`src/hw/opl_pkg.sv`:
```
// Stream widths, beat and header structs, port field types, crossover map, packet state enum
`default_nettype none

package opl_pkg;

  // Stream geometry
  localparam int data_w  = 256;                  // Beat payload width
  localparam int strb_w  = data_w / 8;           // One strobe per byte
  localparam int tuser_w = 128;                  // Side-band word width

  // Port fields inside tuser
  localparam int src_port_pos = 16;              // Source one-hot field
  localparam int dst_port_pos = 24;              // Destination one-hot field

  typedef logic [data_w-1:0]  tdata_t;
  typedef logic [strb_w-1:0]  tstrb_t;
  typedef logic [tuser_w-1:0] tuser_t;

  // Even bits are Ethernet ports 0..3, odd bits the matching CPU queues
  typedef logic [7:0] port_mask_t;

  typedef logic [31:0] counter_t;                // Wrapping statistics counter

  // One stream beat, last flag in the top bit
  typedef struct packed {
    logic   tlast;                               // Final beat of packet
    tuser_t tuser;                               // Side-band, carries port fields
    tstrb_t tstrb;                               // Byte enables
    tdata_t tdata;                               // Payload
  } axis_beat_t;

  // Decoder result for the beat at the FIFO head
  typedef struct packed {
    logic       is_header;                       // First beat of its packet
    logic       from_cpu;                        // Some odd source bit set
    port_mask_t src_mask;                        // Raw source field
  } hdr_info_t;

  // Crossover destinations, index is the Ethernet source port
  localparam port_mask_t [3:0] eth_dst_map = {
    port_mask_t'(8'b0001_0000),                  // Eth 3 -> Eth 2
    port_mask_t'(8'b0100_0000),                  // Eth 2 -> Eth 3
    port_mask_t'(8'b0000_0001),                  // Eth 1 -> Eth 0
    port_mask_t'(8'b0000_0100)                   // Eth 0 -> Eth 1
  };

  // All CPU traffic leaves on Ethernet port 1
  localparam port_mask_t cpu_dst = 8'b0000_0100;

  // Header tracking
  typedef enum logic {
    st_header,                                   // Next beat starts a packet
    st_in_packet                                 // Inside a multi-beat packet
  } pkt_state_t;

endpackage

`default_nettype wire
```
`src/hw/output_port_lookup.sv`:
```
// Output port lookup top: input FIFO, header decode, port rewrite, counters
`default_nettype none

module output_port_lookup
  import opl_pkg::*;
#(
  parameter int fifo_depth_bits = 2              // Input FIFO depth, log2
) (
  input  wire logic  AXI_ACLK,
  input  wire logic  AXI_RESETN,
  input  axis_beat_t s_axis,                     // Incoming beat
  input  wire logic  s_axis_tvalid,
  output logic       s_axis_tready,
  output axis_beat_t m_axis,                     // Rewritten beat
  output logic       m_axis_tvalid,
  input  wire logic  m_axis_tready,
  output counter_t   forwarded_count,
  output counter_t   cpu_count
);

  axis_beat_t fifo_beat;                         // FIFO head
  logic       fifo_empty;
  logic       fifo_nearly_full;
  logic       fifo_valid;
  logic       fifo_wr_en;
  logic       beat_xfer;                         // Output handshake
  hdr_info_t  hdr;
  tuser_t     tuser_rw;                          // tuser after rewrite

  assign s_axis_tready = !fifo_nearly_full;      // Keep one slot spare
  assign fifo_wr_en    = s_axis_tvalid && s_axis_tready;
  assign fifo_valid    = !fifo_empty;
  assign beat_xfer     = fifo_valid && m_axis_tready;
  assign m_axis_tvalid = fifo_valid;

  beat_fifo #(
    .fifo_depth_bits (fifo_depth_bits)
  ) u_fifo (
    .AXI_ACLK    (AXI_ACLK),
    .AXI_RESETN  (AXI_RESETN),
    .wr_beat     (s_axis),
    .wr_en       (fifo_wr_en),
    .rd_en       (beat_xfer),
    .rd_beat     (fifo_beat),
    .empty       (fifo_empty),
    .nearly_full (fifo_nearly_full)
  );

  src_port_decode u_decode (
    .AXI_ACLK   (AXI_ACLK),
    .AXI_RESETN (AXI_RESETN),
    .tuser      (fifo_beat.tuser),
    .tlast      (fifo_beat.tlast),
    .beat_xfer  (beat_xfer),
    .hdr        (hdr)
  );

  dst_port_rewrite u_rewrite (
    .tuser_in  (fifo_beat.tuser),
    .hdr       (hdr),
    .tuser_out (tuser_rw)
  );

  packet_counters u_counters (
    .AXI_ACLK        (AXI_ACLK),
    .AXI_RESETN      (AXI_RESETN),
    .hdr             (hdr),
    .beat_xfer       (beat_xfer),
    .forwarded_count (forwarded_count),
    .cpu_count       (cpu_count)
  );

  // Payload, strobes and last flag straight from the head
  always_comb begin
    m_axis       = fifo_beat;
    m_axis.tuser = tuser_rw;                     // Only side-band changes
  end

endmodule

`default_nettype wire

```
`src/hw/packet_counters.sv`:
```
// Forwarded and from-CPU packet counters, bumped on header transfer
`default_nettype none

module packet_counters
  import opl_pkg::*;
(
  input  wire logic  AXI_ACLK,
  input  wire logic  AXI_RESETN,
  input  hdr_info_t  hdr,                        // Decode of head beat
  input  wire logic  beat_xfer,                  // Head beat leaves this cycle
  output counter_t   forwarded_count,            // All packets passed
  output counter_t   cpu_count                   // Packets from CPU queues
);

  logic hdr_xfer;

  // One pulse per packet, on its header beat
  assign hdr_xfer = beat_xfer && hdr.is_header;

  always_ff @(posedge AXI_ACLK) begin
    if (!AXI_RESETN) begin
      forwarded_count <= '0;
      cpu_count       <= '0;
    end else if (hdr_xfer) begin
      forwarded_count <= forwarded_count + counter_t'(1);   // Wraps
      if (hdr.from_cpu) begin
        cpu_count <= cpu_count + counter_t'(1);
      end
    end
  end

endmodule

`default_nettype wire

```
`src/hw/dst_port_rewrite.sv`:
```
// Destination port rewrite in the side-band word for header beats
`default_nettype none

module dst_port_rewrite
  import opl_pkg::*;
(
  input  tuser_t     tuser_in,                   // Side-band from FIFO head
  input  hdr_info_t  hdr,                        // Decoder result
  output tuser_t     tuser_out                   // Side-band towards output
);

  port_mask_t new_dst;

  // Select destination for this header, no source bit keeps the field
  always_comb begin
    new_dst = tuser_in[dst_port_pos +: $bits(port_mask_t)];
    if (hdr.from_cpu) begin
      new_dst = cpu_dst;                         // CPU side always to Eth 1
    end else begin
      // Ascending scan so the highest set Ethernet bit wins
      for (int i = 0; i < 4; i++) begin
        if (hdr.src_mask[2*i]) begin
          new_dst = eth_dst_map[i];
        end
      end
    end
  end

  // Only header beats carry the routing field
  always_comb begin
    tuser_out = tuser_in;
    if (hdr.is_header) begin
      tuser_out[dst_port_pos +: $bits(port_mask_t)] = new_dst;
    end
  end

endmodule

`default_nettype wire

```
`src/hw/src_port_decode.sv`:
```
// Packet header tracker and one-hot source port decoder on the FIFO head
`default_nettype none

module src_port_decode
  import opl_pkg::*;
(
  input  wire logic  AXI_ACLK,
  input  wire logic  AXI_RESETN,
  input  tuser_t     tuser,                      // Side-band of head beat
  input  wire logic  tlast,                      // Head beat ends packet
  input  wire logic  beat_xfer,                  // Head beat leaves this cycle
  output hdr_info_t  hdr                         // Decode for rewrite/counters
);

  pkt_state_t state;
  pkt_state_t state_next;
  port_mask_t src_field;
  port_mask_t cpu_bits;

  // Source field sits at a fixed offset in tuser
  assign src_field = tuser[src_port_pos +: $bits(port_mask_t)];

  // Odd bits mark the CPU queues
  assign cpu_bits = src_field & port_mask_t'(8'b1010_1010);

  // Combinational view of the head beat
  always_comb begin
    hdr.is_header = (state == st_header);
    hdr.from_cpu  = |cpu_bits;
    hdr.src_mask  = src_field;
  end

  // Moves only when a beat actually leaves
  always_comb begin
    state_next = state;
    case (state)
      st_header: begin
        if (beat_xfer && !tlast) begin
          state_next = st_in_packet;             // Multi-beat packet started
        end
      end
      st_in_packet: begin
        if (beat_xfer && tlast) begin
          state_next = st_header;                // Packet closed
        end
      end
      default: begin
        state_next = st_header;
      end
    endcase
  end

  always_ff @(posedge AXI_ACLK) begin
    if (!AXI_RESETN) begin
      state <= st_header;
    end else begin
      state <= state_next;
    end
  end

endmodule

`default_nettype wire

```
`src/hw/beat_fifo.sv`:
```
// Fall-through circular FIFO for stream beats with registered nearly-full flag
`default_nettype none

module beat_fifo
  import opl_pkg::*;
#(
  parameter int fifo_depth_bits = 2              // log2 of depth
) (
  input  wire logic       AXI_ACLK,
  input  wire logic       AXI_RESETN,
  input  axis_beat_t      wr_beat,               // Beat to store
  input  wire logic       wr_en,                 // Push, valid & ready
  input  wire logic       rd_en,                 // Pop head beat
  output axis_beat_t      rd_beat,               // Head beat, always visible
  output logic            empty,                 // No beat stored
  output logic            nearly_full            // At most one slot left
);

  localparam int depth = 1 << fifo_depth_bits;

  typedef logic [fifo_depth_bits-1:0] ptr_t;     // Wraps with the buffer
  typedef logic [fifo_depth_bits:0]   occ_t;     // 0..depth inclusive

  axis_beat_t mem [depth];                       // Beat storage, no reset

  ptr_t wr_ptr;
  ptr_t rd_ptr;
  occ_t count;
  occ_t count_next;
  logic do_wr;
  logic do_rd;

  // Pop only with data present
  assign do_rd = rd_en && (count != '0);
  // Push only with room left
  assign do_wr = wr_en && (count != occ_t'(depth));

  // Head word falls through without a read latency
  assign rd_beat = mem[rd_ptr];
  assign empty   = (count == '0);

  always_comb begin
    count_next = count;
    case ({do_wr, do_rd})
      2'b10:   count_next = count + occ_t'(1);   // Push only
      2'b01:   count_next = count - occ_t'(1);   // Pop only
      default: count_next = count;               // Both or neither
    endcase
  end

  // Storage write
  always_ff @(posedge AXI_ACLK) begin
    if (do_wr) begin
      mem[wr_ptr] <= wr_beat;
    end
  end

  // Pointers and occupancy
  always_ff @(posedge AXI_ACLK) begin
    if (!AXI_RESETN) begin
      wr_ptr      <= '0;
      rd_ptr      <= '0;
      count       <= '0;
      nearly_full <= 1'b0;
    end else begin
      if (do_wr) begin
        wr_ptr <= wr_ptr + ptr_t'(1);            // Natural wrap at depth
      end
      if (do_rd) begin
        rd_ptr <= rd_ptr + ptr_t'(1);
      end
      count       <= count_next;
      // Flag follows the occupancy it will have this cycle
      nearly_full <= (count_next >= occ_t'(depth - 1));
    end
  end

endmodule

`default_nettype wire

```
`config.mk`:
```
export PLATFORM = sky130hd
export DESIGN_NAME = output_port_lookup
export DESIGN_NICKNAME = d
export VERILOG_FILES = /design/src/hw/opl_pkg.sv /design/src/hw/output_port_lookup.sv /design/src/hw/packet_counters.sv /design/src/hw/dst_port_rewrite.sv /design/src/hw/src_port_decode.sv /design/src/hw/beat_fifo.sv
export SDC_FILE = /design/constraint.sdc
export NUM_CORES = 1
export LEC_CHECK = 0
export ABC_CLOCK_PERIOD_IN_PS = 13200
export BUFFER_PORTS_ARGS = -buffer_cell sky130_fd_sc_hd__buf_4
export CAP_MARGIN = 25
export CELL_PAD_IN_SITES_DETAIL_PLACEMENT = 1
export CELL_PAD_IN_SITES_GLOBAL_PLACEMENT = 1
export CORE_ASPECT_RATIO = 0.5
export CORE_MARGIN = 1.5
export CORE_UTILIZATION = 30
export DETAILED_ROUTE_END_ITERATION = 8
export GPL_ROUTABILITY_DRIVEN = 0
export GPL_TIMING_DRIVEN = 0
export PLACE_DENSITY = 0.66
export SLEW_MARGIN = 30
export SYNTH_ARGS = -nofsm -noshare
export SYNTH_HDL_FRONTEND = slang
export SYNTH_SLANG_ARGS = --single-unit
export TNS_END_PERCENT = 1
```
`constraint.sdc`:
```
create_clock -name AXI_ACLK -period 13.2 [get_ports AXI_ACLK]
set_input_delay 3.3 -clock AXI_ACLK [delete_from_list [all_inputs] [get_ports AXI_ACLK]]
set_output_delay 3.3 -clock AXI_ACLK [all_outputs]
set_load 0.02 [all_outputs]
```
Yosys cells after proc, flatten, opt, wreduce, memory -nomap -nowiden. Memories as Yosys holds them, arrays and structs flattened. A register that Yosys moved wholly into a read port is not among the register bits. Cells that the tools add are included.

Register bits: 73. Memory bits (writable): 1668. Input bits: 421. Logic and storage cells: 47. Memories kept: 1.

Add/sub/neg operators: 6. Order comparisons: 1. Eq/ne operators: 3. Multiplexer cells: 14. Bitwise logic cells: 1. Reductions and logical operators: 14.

Memory list: u_fifo.mem (depth 4, bits a word 417, read ports 1, clocked after memory_dff 1, wr ports 1, line beat_fifo.sv:24) `axis_beat_t mem [depth];`.

Operators with widths (number): $add 32x1->32 const B (2); $mux 8 (6); $logic_and 1x1->1 (7); $pmux 3 s2 (1); $add 2x1->2 const B (2); $mux 1 (4); $mux 2 (2); $reduce_or 4->1 (1); $add 3x1->3 const B (1); $ge 3x2->1 const B (1); $logic_not 1->1 (3); $logic_not 3->1 (1); $ne 3x3->1 const B (1); $reduce_bool 3->1 (1); $sub 3x1->3 const B (1); $eq 2x1->1 const B (1); $eq 2x2->1 const B (1); $pmux 1 s2 (1); $reduce_and 2->1 (1); $not 1->1 (1).

Longest topological paths before layout. Gate-level depths: netlist of the first run.

Depth in word-level cells: 7. Mapped depth: 10. Gate-level depth less buffers: 9.

Modules after synthesis. From an unflattened synthesis of the first run, not the netlist that was laid out.

Cells, all modules: 2725. Area total of the unflattened synthesis: 64644.5 um2.

Modules (own cells, without submodules): beat_fifo (times used 1, cells each 2234, area an instance 60579.4 um2, sequential area each 50288.2 um2); packet_counters (times used 1, cells each 332, area an instance 2887.8 um2, sequential area each 1281.2 um2); dst_port_rewrite (times used 1, cells each 142, area an instance 1052.3 um2, sequential area each 0.0 um2); src_port_decode (times used 1, cells each 13, area an instance 105.1 um2, sequential area each 20.0 um2); output_port_lookup (times used 1, cells each 4, area an instance 20.0 um2, sequential area each 0.0 um2).

Worst setup path after synthesis of the first run. Ideal clock, no wire load.

Path type: input to register. From: in s_axis_tvalid. To: mem u_fifo.mem[0][0] (netlist bit), enable pin. Setup time: 835 ps. Arrival time: 13050 ps. Required time: 12365 ps. Setup slack: -684 ps. Stages: 2. Buffers on the path: 0. Path through: o311a_1 -> and2_1.

Cells in the longest elaborated chain, start to end: 4.

Ends and longest elaborated chain: start, declared (line output_port_lookup.sv:12) `input wire logic s_axis_tvalid,`; $logic_and 1x1->1 (line output_port_lookup.sv:31) `assign fifo_wr_en = s_axis_tvalid && s_axis_tready;`; $logic_and 1x1->1 (line beat_fifo.sv:36) `assign do_wr = wr_en && (count != occ_t'(depth));`; $mux 1 (line beat_fifo.sv:53) `if (do_wr) begin`; $mux 1 (not written as such) (line beat_fifo.sv:54) `mem[wr_ptr] <= wr_beat;`; end, declared (line beat_fifo.sv:24).

Every way passes these cells.

==> insert_results.sql, run 1 <==
INSERT INTO impl_metrics (metric_group, metric, value, unit) VALUES
('synthesis', 'count_of_state_elements_after_synthesis', '1743', ''),
('synthesis', 'synth-simple-area-share', '0.0196', ''),
('synthesis', 'synth_ff_type', 'edfxtp_1', ''),
('routing', 'number_of_vias_per_cell', '4.71', ''),
('sta', 'finClkSkew', '0.0334', 'ns'),
('synthesis', 'synth.distinct_cells', '47', ''),
('sta', 'rsz0062_at_grt', 'false', ''),
('critical_path', 'worstReg2RegStart', 'u_fifo.count[0]$_SDFF_PN0_', ''),
('global_route', 'grt_pass1_wl', '259000', 'um'),
('critical_path', 'worstSetupPathType', 'reg -> out', ''),
('sta', 'worst-slew-pin-transition', '0.955', 'ns'),
('clock_network', 'cts_num_sinks', '1743', ''),
('synthesis', 'xor_xnor_fraction_of_synth_area', '0.00523', ''),
('synthesis', 'number_of_enable_flip_flop_cells_after_synthesis', '1668', ''),
('synthesis', 'syn_avg_cell_area', '24.2', 'um2'),
('synthesis', 'synth_compound_area_frac', '0.00557', ''),
('global_route', 'grt_start_max_net_pins', '40', ''),
('power', 'p_per_area', '204', 'nW/um2'),
('placed_design', 'dp_hpwl', '138000', 'um'),
('clock_network', 'cts.reportedPaths.clkPinSlew', '0.07', 'ns'),
('final_layout', 'final_instance_count_without_filler_cells', '6762', ''),
('global_route', 'grt_overflow_total', '0', ''),
('synthesis', 'synth-adder-area-share', '0.00169', ''),
('critical_path', 'worst-path-max-fanout', '10', ''),
('critical_path', 'startpoint_type', 'flip-flop', ''),
('synthesis', 'post_synth_mux_area_share', '0.149', ''),
('critical_path', 'critPathArrivalTime', '4.08', 'ns'),
('sta', 'final_setup_violation_count', '0', ''),
('final_layout', 'layout-drive-gt1-share', '0.422', ''),
('final_layout', 'finalNetCount', '4178', ''),
('critical_path', 'end_kind', 'output pin', ''),
('floorplanning', 'start_util', '0.302', ''),
('sta', 'worst_setup_slack_final', '5.82', 'ns'),
('placed_design', 'post_dp_cell_area', '75100', 'um2'),
('clock_network', 'hold_buffers', '0', ''),
('floorplanning', 'die_area', '215000', 'um2'),
('floorplanning', 'rows', '119', ''),
('synthesis', 'syn-num-nets', '3057', ''),
('clock_network', 'cts-htree-levels', '4', ''),
('hold_path', 'holdCritPathClass', 'reg -> reg', ''),
('synthesis', 'netlist_area', '63600', 'um2'),
('hold_path', 'hold_path.startpoint', 'u_counters.cpu_count[31]$_SDFFE_PN0P_', ''),
('sta', 'fin_hold_ws', '0.493', 'ns'),
('run_status', 'outcome', 'finished, final reports clean', ''),
('routing', 'routedWlPerCell', '27.8', 'um'),
('global_route', 'grt.total_usage', '0.170', ''),
('final_layout', 'layout.core_utilization', '0.382', ''),
('clock_network', 'cts_tree', 'built', ''),
('clock_network', 'post_cts_buffers', '0', ''),
('hold_path', 'hold_path_depth', '2', ''),
('floorplanning', 'die_width', '654', 'um'),
('critical_path', 'timing.reg2reg.worst_path_depth', '7', ''),
('clock_network', 'cts.repair.resized', '0', ''),
('synthesis', 'synthesis.instances', '2628', ''),
('critical_path', 'r2r_slack', '10.09', 'ns'),
('placed_design', 'placement.io_buffers', '903', ''),
('final_layout', 'area_growth', '26.3', '%'),
('floorplanning', 'dieHeight', '329', 'um'),
('power', 'p_leak', '26.3', 'nW'),
('synthesis', 'dominant_combinational_cell_family_by_area_after_synthesis', 'multiplexers', ''),
('clock_network', 'number_of_buffers_created_by_cts', '167', ''),
('synthesis', 'synth_seq_area_share', '0.811', ''),
('routing', 'finalWirelength', '188000', 'um'),
('global_route', 'vias_in_the_first_global_route', '33500', ''),
('flow_run', 'drv.max_cap_violation_count', '0', ''),
('routing', 'detail_route.iter0.violations', '2242', ''),
('routing', 'dr.pass1.iters', '7', ''),
('sta', 'timing_max_transition_violations_final', '0', ''),
('placed_design', 'pre_cts_slack', '6.36', 'ns'),
('synthesis', 'yosys_warnings', '0', ''),
('global_route', 'number_of_antenna_violations_at_the_first_check_in_global_routing', '53', '');
[how the worst max path moves through the flow]
| stage | start | endpoint | slack [ns] | depth (start not counted) |
|---|---|---|---|---|
| 2_1_floorplan | s_axis_tvalid | u_fifo.mem[1][0]$_DFFE_PP_ | -0.68 | 2 |
| 3_3_place_gp | s_axis_tvalid | u_fifo.mem[3][274]$_DFFE_PP_ | -9.26 | 3 |
| 3_5_place_dp | flip-flop | m_axis[340] | 6.36 | 6 |
| 4_1_cts | flip-flop | m_axis[340] | 5.48 | 6 |
| 5_1_grt | flip-flop | m_axis[272] | 5.53 | 6 |
| 6_report | flip-flop | m_axis[272] | 5.82 | 6 |
[flip-flops by register name (all words and copies together) (netlist names), named ones only]
signal and flops:
u_fifo.mem 1668, u_counters.cpu_count 32, u_counters.forwarded_count 32, u_fifo.count 3, u_fifo.rd_ptr 2, u_fifo.wr_ptr 2
u_fifo.nearly_full 1
[layer usage]
metal	GRT usage	vias to the layer above	routed length (um)
met4	0.0975	12	10400
met2	0.318	795	105000
li1	-	13500	-
met3	0.0300	358	6960
met1	0.181	17200	65000
met5	0	-	76
[worst max-delay path, cell delays in order (launching register included)]
cell	delay [ns]
dfxtp_1	0.42
buf_6	0.21
buf_2	0.45
clkbuf_1	0.67
buf_1	0.73
mux4_2	0.62
buf_4	0.18
[logic make-up after synthesis]
group	Yosys count
buffers and inverters	127
AOI/OAI and AO/OA	59
xor gates and xnor gates	38
adders and majority gates	8
and+or+nand+nor	229
muxes	424
DFF	1743
[area by class of cell]
cell class	count	area [um2]
antenna	33	82.6
inverter	13	48.8
clock inverter	98	709
clock buffer	208	4400
multi-input combinational	758	11500
fill	20500	130000
buffer	114	495
sequential	1743	51600
timing repair buffer	952	7940
tap	2843	3560
[Yosys cell counts, types with 2 or more instances]
| cell type | count | area, um2 |
|---|---|---|
| dfxtp_1 | 75 | 1500 |
| buf_6 | 2 | 22.5 |
| or3_1 | 11 | 68.8 |
| o31ai_1 | 7 | 52.6 |
| buf_2 | 12 | 60.1 |
| inv_1 | 13 | 48.8 |
| and2_1 | 9 | 56.3 |
| mux4_1 | 2 | 52.6 |
| nand3_1 | 19 | 95.1 |
| nand4b_1 | 3 | 26.3 |
| nand2_1 | 40 | 150 |
| edfxtp_1 | 1668 | 50100 |
| ha_1 | 7 | 87.6 |
| nor4b_1 | 2 | 17.5 |
| nand4_1 | 23 | 144 |
| and3_1 | 2 | 12.5 |
| mux4_2 | 415 | 9350 |
| nor2_1 | 52 | 195 |
| nand2b_1 | 6 | 37.5 |
| nor4_1 | 16 | 100 |
| or4_1 | 11 | 82.6 |
| o41ai_1 | 3 | 26.3 |
| and4_1 | 11 | 96.3 |
| buf_1 | 42 | 158 |
| xor2_1 | 7 | 61.3 |
| clkbuf_1 | 57 | 214 |
| o21ai_0 | 15 | 75.1 |
| mux2i_1 | 7 | 70.1 |
| a21oi_1 | 23 | 115 |
| xnor2_1 | 31 | 272 |
| nor2b_1 | 6 | 37.5 |
| nor3_1 | 12 | 60.1 |
| o22ai_1 | 2 | 12.5 |
| o211ai_1 | 4 | 30.0 |
[where the power goes]
group          internal [mW]  switching, mW  total (mW)  leakage, nW
Combinational           2.00           2.87        4.87         7.89
Sequential              6.79          0.152        6.95         15.9
Clock                   2.50           2.05        4.56         2.50
Total                   11.3           5.07        16.4         26.3
[placed cells by master (no fill, tap or decap), types with 13 or more instances in the layout]
master	n
nand2_1	40
buf_1	18
nand3_1	19
nor2_1	52
nand4_1	23
dfxtp_1	75
clkbuf_16	170
diode_2	33
inv_1	13
o21ai_0	15
xnor2_1	31
clkbuf_2	20
clkbuf_1	92
buf_2	19
mux4_2	415
buf_4	905
buf_16	25
a21oi_1	23
buf_12	23
nor4_1	16
edfxtp_1	1668
clkinv_1	46
clkinv_2	30
No activity file was read; power rests on OpenSTA's default activity.
==> inputs of run 2 (changes only) <==
Settings changed: ABC_CLOCK_PERIOD_IN_PS 13200 to 7400, PLACE_DENSITY 0.66 to 0.64.
Clock period 13.2 ns to 7.4 ns, I/O delays scaled along.
==> run 2 against run 1 <==
  * Global-route usage up 0.067 points
  * Highest routed layer unchanged
  * Worst hold slack better by 0.0012 ns
  * Flip-flop and latch count unchanged
  * Clock skew up 0.037 ns
  * Wire length up 0.65%
  * Final cell count down 0.30%
  * Clock power up 86%
  * Utilization up 0.084 points
==> insert_results.sql, run 2 (same netlist as run 1, synthesis figures left out) <==
INSERT INTO impl_metrics (metric_group, metric, value, unit) VALUES
('run_status', 'outcome', 'finished, final reports clean', ''),
('sta', 'finClkSkew', '0.0708', 'ns'),
('routing', 'number_of_vias_per_cell', '4.75', ''),
('sta', 'final_setup_violation_count', '0', ''),
('power', 'p_leak', '26.3', 'nW'),
('hold_path', 'hold_path.startpoint', 'u_counters.cpu_count[31]$_SDFFE_PN0P_', ''),
('sta', 'timing_max_transition_violations_final', '0', ''),
('sta', 'fin_crit_sh', '0.809', ''),
('clock_network', 'cts-root-buf', 'clkbuf_16', ''),
('floorplanning', 'rows', '119', ''),
('global_route', 'grt_start_max_net_pins', '39', ''),
('clock_network', 'worstSkewPairLatency', '0.82', 'ns'),
('critical_path', 'critPathArrivalTime', '4.14', 'ns'),
('critical_path', 'worstReg2RegStart', 'u_fifo.nearly_full$_SDFF_PN0_', ''),
('hold_path', 'holdCritPathClass', 'reg -> reg', ''),
('critical_path', 'cp_cell_sequence', 'buf_2 -> buf_2 -> clkbuf_1 -> clkbuf_1 -> mux4_2 -> buf_4', ''),
('clock_network', 'cts-htree-levels', '4', ''),
('final_layout', 'final_instance_count_without_filler_cells', '6742', ''),
('critical_path', 'worst-path-max-fanout', '10', ''),
('global_route', 'vias_in_the_first_global_route', '34100', ''),
('clock_network', 'cts.reportedPaths.clkPinSlew', '0.07', 'ns'),
('placed_design', 'placement.io_buffers', '903', ''),
('placed_design', 'dp_hpwl', '138000', 'um'),
('floorplanning', 'ios', '904', ''),
('routing', 'routedWlPerCell', '28.1', 'um'),
('placed_design', 'numPlacedInstances', '6424', ''),
('routing', 'dr.pass1.iters', '5', ''),
('placed_design', 'pre_cts_slack', '1.90', 'ns'),
('power', 'irDropWorstVdd', '176', 'uV'),
('final_layout', 'finalNetCount', '4182', ''),
('floorplanning', 'start_util', '0.302', ''),
('final_layout', 'fill_cells', '20500', ''),
('final_layout', 'max_flop_register', 'u_fifo.mem', ''),
('critical_path', 'worstPathRequired', '5.55', 'ns'),
('final_layout', 'largest_register_ff_count', '1668', ''),
('routing', 'vias', '32000', ''),
('sta', 'max_clock_freq', '167', 'MHz'),
('clock_network', 'post_cts_buffers', '0', ''),
('clock_network', 'number_of_buffers_created_by_cts', '169', ''),
('sta', 'slew-limit-headroom', '0.378', ''),
('global_route', 'grt_pass1_wl', '262000', 'um'),
('global_route', 'number_of_antenna_violations_at_the_first_check_in_global_routing', '56', ''),
('sta', 'fin_hold_ws', '0.494', 'ns'),
('routing', 'ant_nets', '0', ''),
('final_layout', 'layout-drive-gt1-share', '0.423', ''),
('clock_network', 'clk_buf_depth', '4', ''),
('flow_run', 'drv.max_cap_violation_count', '0', ''),
('global_route', 'grt_overflow_total', '0', ''),
('floorplanning', 'die_width', '654', 'um'),
('final_layout', 'leading_cell_type_in_the_layout_fill_and_taps_excluded', 'edfxtp_1', ''),
('power', 'p_per_area', '366', 'nW/um2'),
('sta', 'rsz0062_at_grt', 'false', ''),
('clock_network', 'cts_num_sinks', '1743', ''),
('clock_network', 'hold_buffers', '0', ''),
('floorplanning', 'core', '211000', 'um2'),
('sta', 'final.setup.tns', '0', 'ns'),
('routing', 'detail_route.iter0.violations', '2060', ''),
('sta', 'finalCriticalPeriod', '5.99', 'ns'),
('routing', 'drc', '0', ''),
('critical_path', 'startpoint_type', 'flip-flop', ''),
('floorplanning', 'die_area', '215000', 'um2'),
('sta', 'worst-slew-pin-transition', '0.934', 'ns'),
('sta', 'timing.final.hold_violations', '0', ''),
('final_layout', 'reg_top3', 'u_fifo.mem (1668), u_counters.cpu_count (32), u_counters.forwarded_count (32)', ''),
('routing', 'finalWirelength', '189000', 'um'),
('critical_path', 'timing.reg2reg.worst_path_depth', '8', ''),
('floorplanning', 'dieHeight', '329', 'um'),
('critical_path', 'timing.critical_path.slowest_stage_cell', 'clkbuf_1', ''),
('critical_path', 'worstSetupPathType', 'reg -> out', ''),
('clock_network', 'cts_tree', 'built', ''),
('clock_network', 'cts.repair.resized', '0', ''),
('final_layout', 'commonest_non_fill_non_tap_cells_in_the_layout', 'edfxtp_1 (1668), buf_4 (904), mux4_2 (415)', ''),
('final_layout', 'area_growth', '26.6', '%'),
('critical_path', 'cpPeakStageDelay', '0.75', 'ns'),
('power', 'report.power.total', '29.4', 'mW'),
('hold_path', 'hold_path_depth', '2', ''),
('critical_path', 'end_kind', 'output pin', ''),
('global_route', 'grt.total_usage', '0.171', ''),
('sta', 'worst_setup_slack_final', '1.41', 'ns');
-- run 2: changes by cell type in the layout (fill, tap and decap cells not counted), moves of 3 or more --
cell | previous run | this run
clkinv_2 | 30 | 18
bufinv_16 | 7 | 15
clkinv_1 | 46 | 38
inv_6 | 6 | 0
clkbuf_16 | 170 | 173
clkbuf_1 | 92 | 83
-- run 2: path summary, 6_finish.rpt --
check | to | slack (ns)
hold reg to reg | u_counters.cpu_count[31]$_SDFFE_PN0P_ | 0.49
setup reg to reg | u_fifo.mem[1][385]$_DFFE_PP_ | 4.14
hold / removal | u_counters.cpu_count[31]$_SDFFE_PN0P_ | 0.49
setup / recovery | m_axis[341] | 1.41
-- run 2: through the flow --
step	cell area, um2	utilization
after CTS	80400	0.382
after floorplan	63600	-
final	80500	0.382
after detailed placement	75200	0.357
after global routing	80500	0.382
after global placement	74000	0.351
-- run 2: report_power, final --
group	switching, mW	leakage, nW	internal, mW	total, mW
Clock	3.67	2.56	4.79	8.46
Sequential	0.267	15.9	12.1	12.4
Combinational	5.02	7.91	3.57	8.59
Total	8.96	26.3	20.5	29.4
-- run 2: cell type report --
cell class	instances	area, um2	share of cell area
Multi-Input combinational cell	758	11500	0.143
Tap cell	2843	3560	0.0442
Clock inverter	81	800	0.00993
Inverter	13	48.8	0.000606
Timing Repair Buffer	954	7980	0.0991
Clock buffer	202	4440	0.0551
Buffer	114	495	0.00615
Sequential cell	1743	51600	0.641
Antenna cell	34	85.1	0.00106
-- run 2: critical path: cells and delay by family, from the launching register on --
kind | cells | cell delay [ns]
flip-flops | 1 | 0.37
buffers and inverters | 5 | 2.52
multiplexers | 1 | 0.42
-- run 2: layer usage --
metal | up-vias | track usage | part of all wire
met3 | 385 | 0.0270 | 0.035
li1 | 13500 | - | -
met2 | 809 | 0.322 | 0.56
met4 | 14 | 0.0920 | 0.054
met1 | 17300 | 0.184 | 0.35
met5 | - | 0 | 0.00052
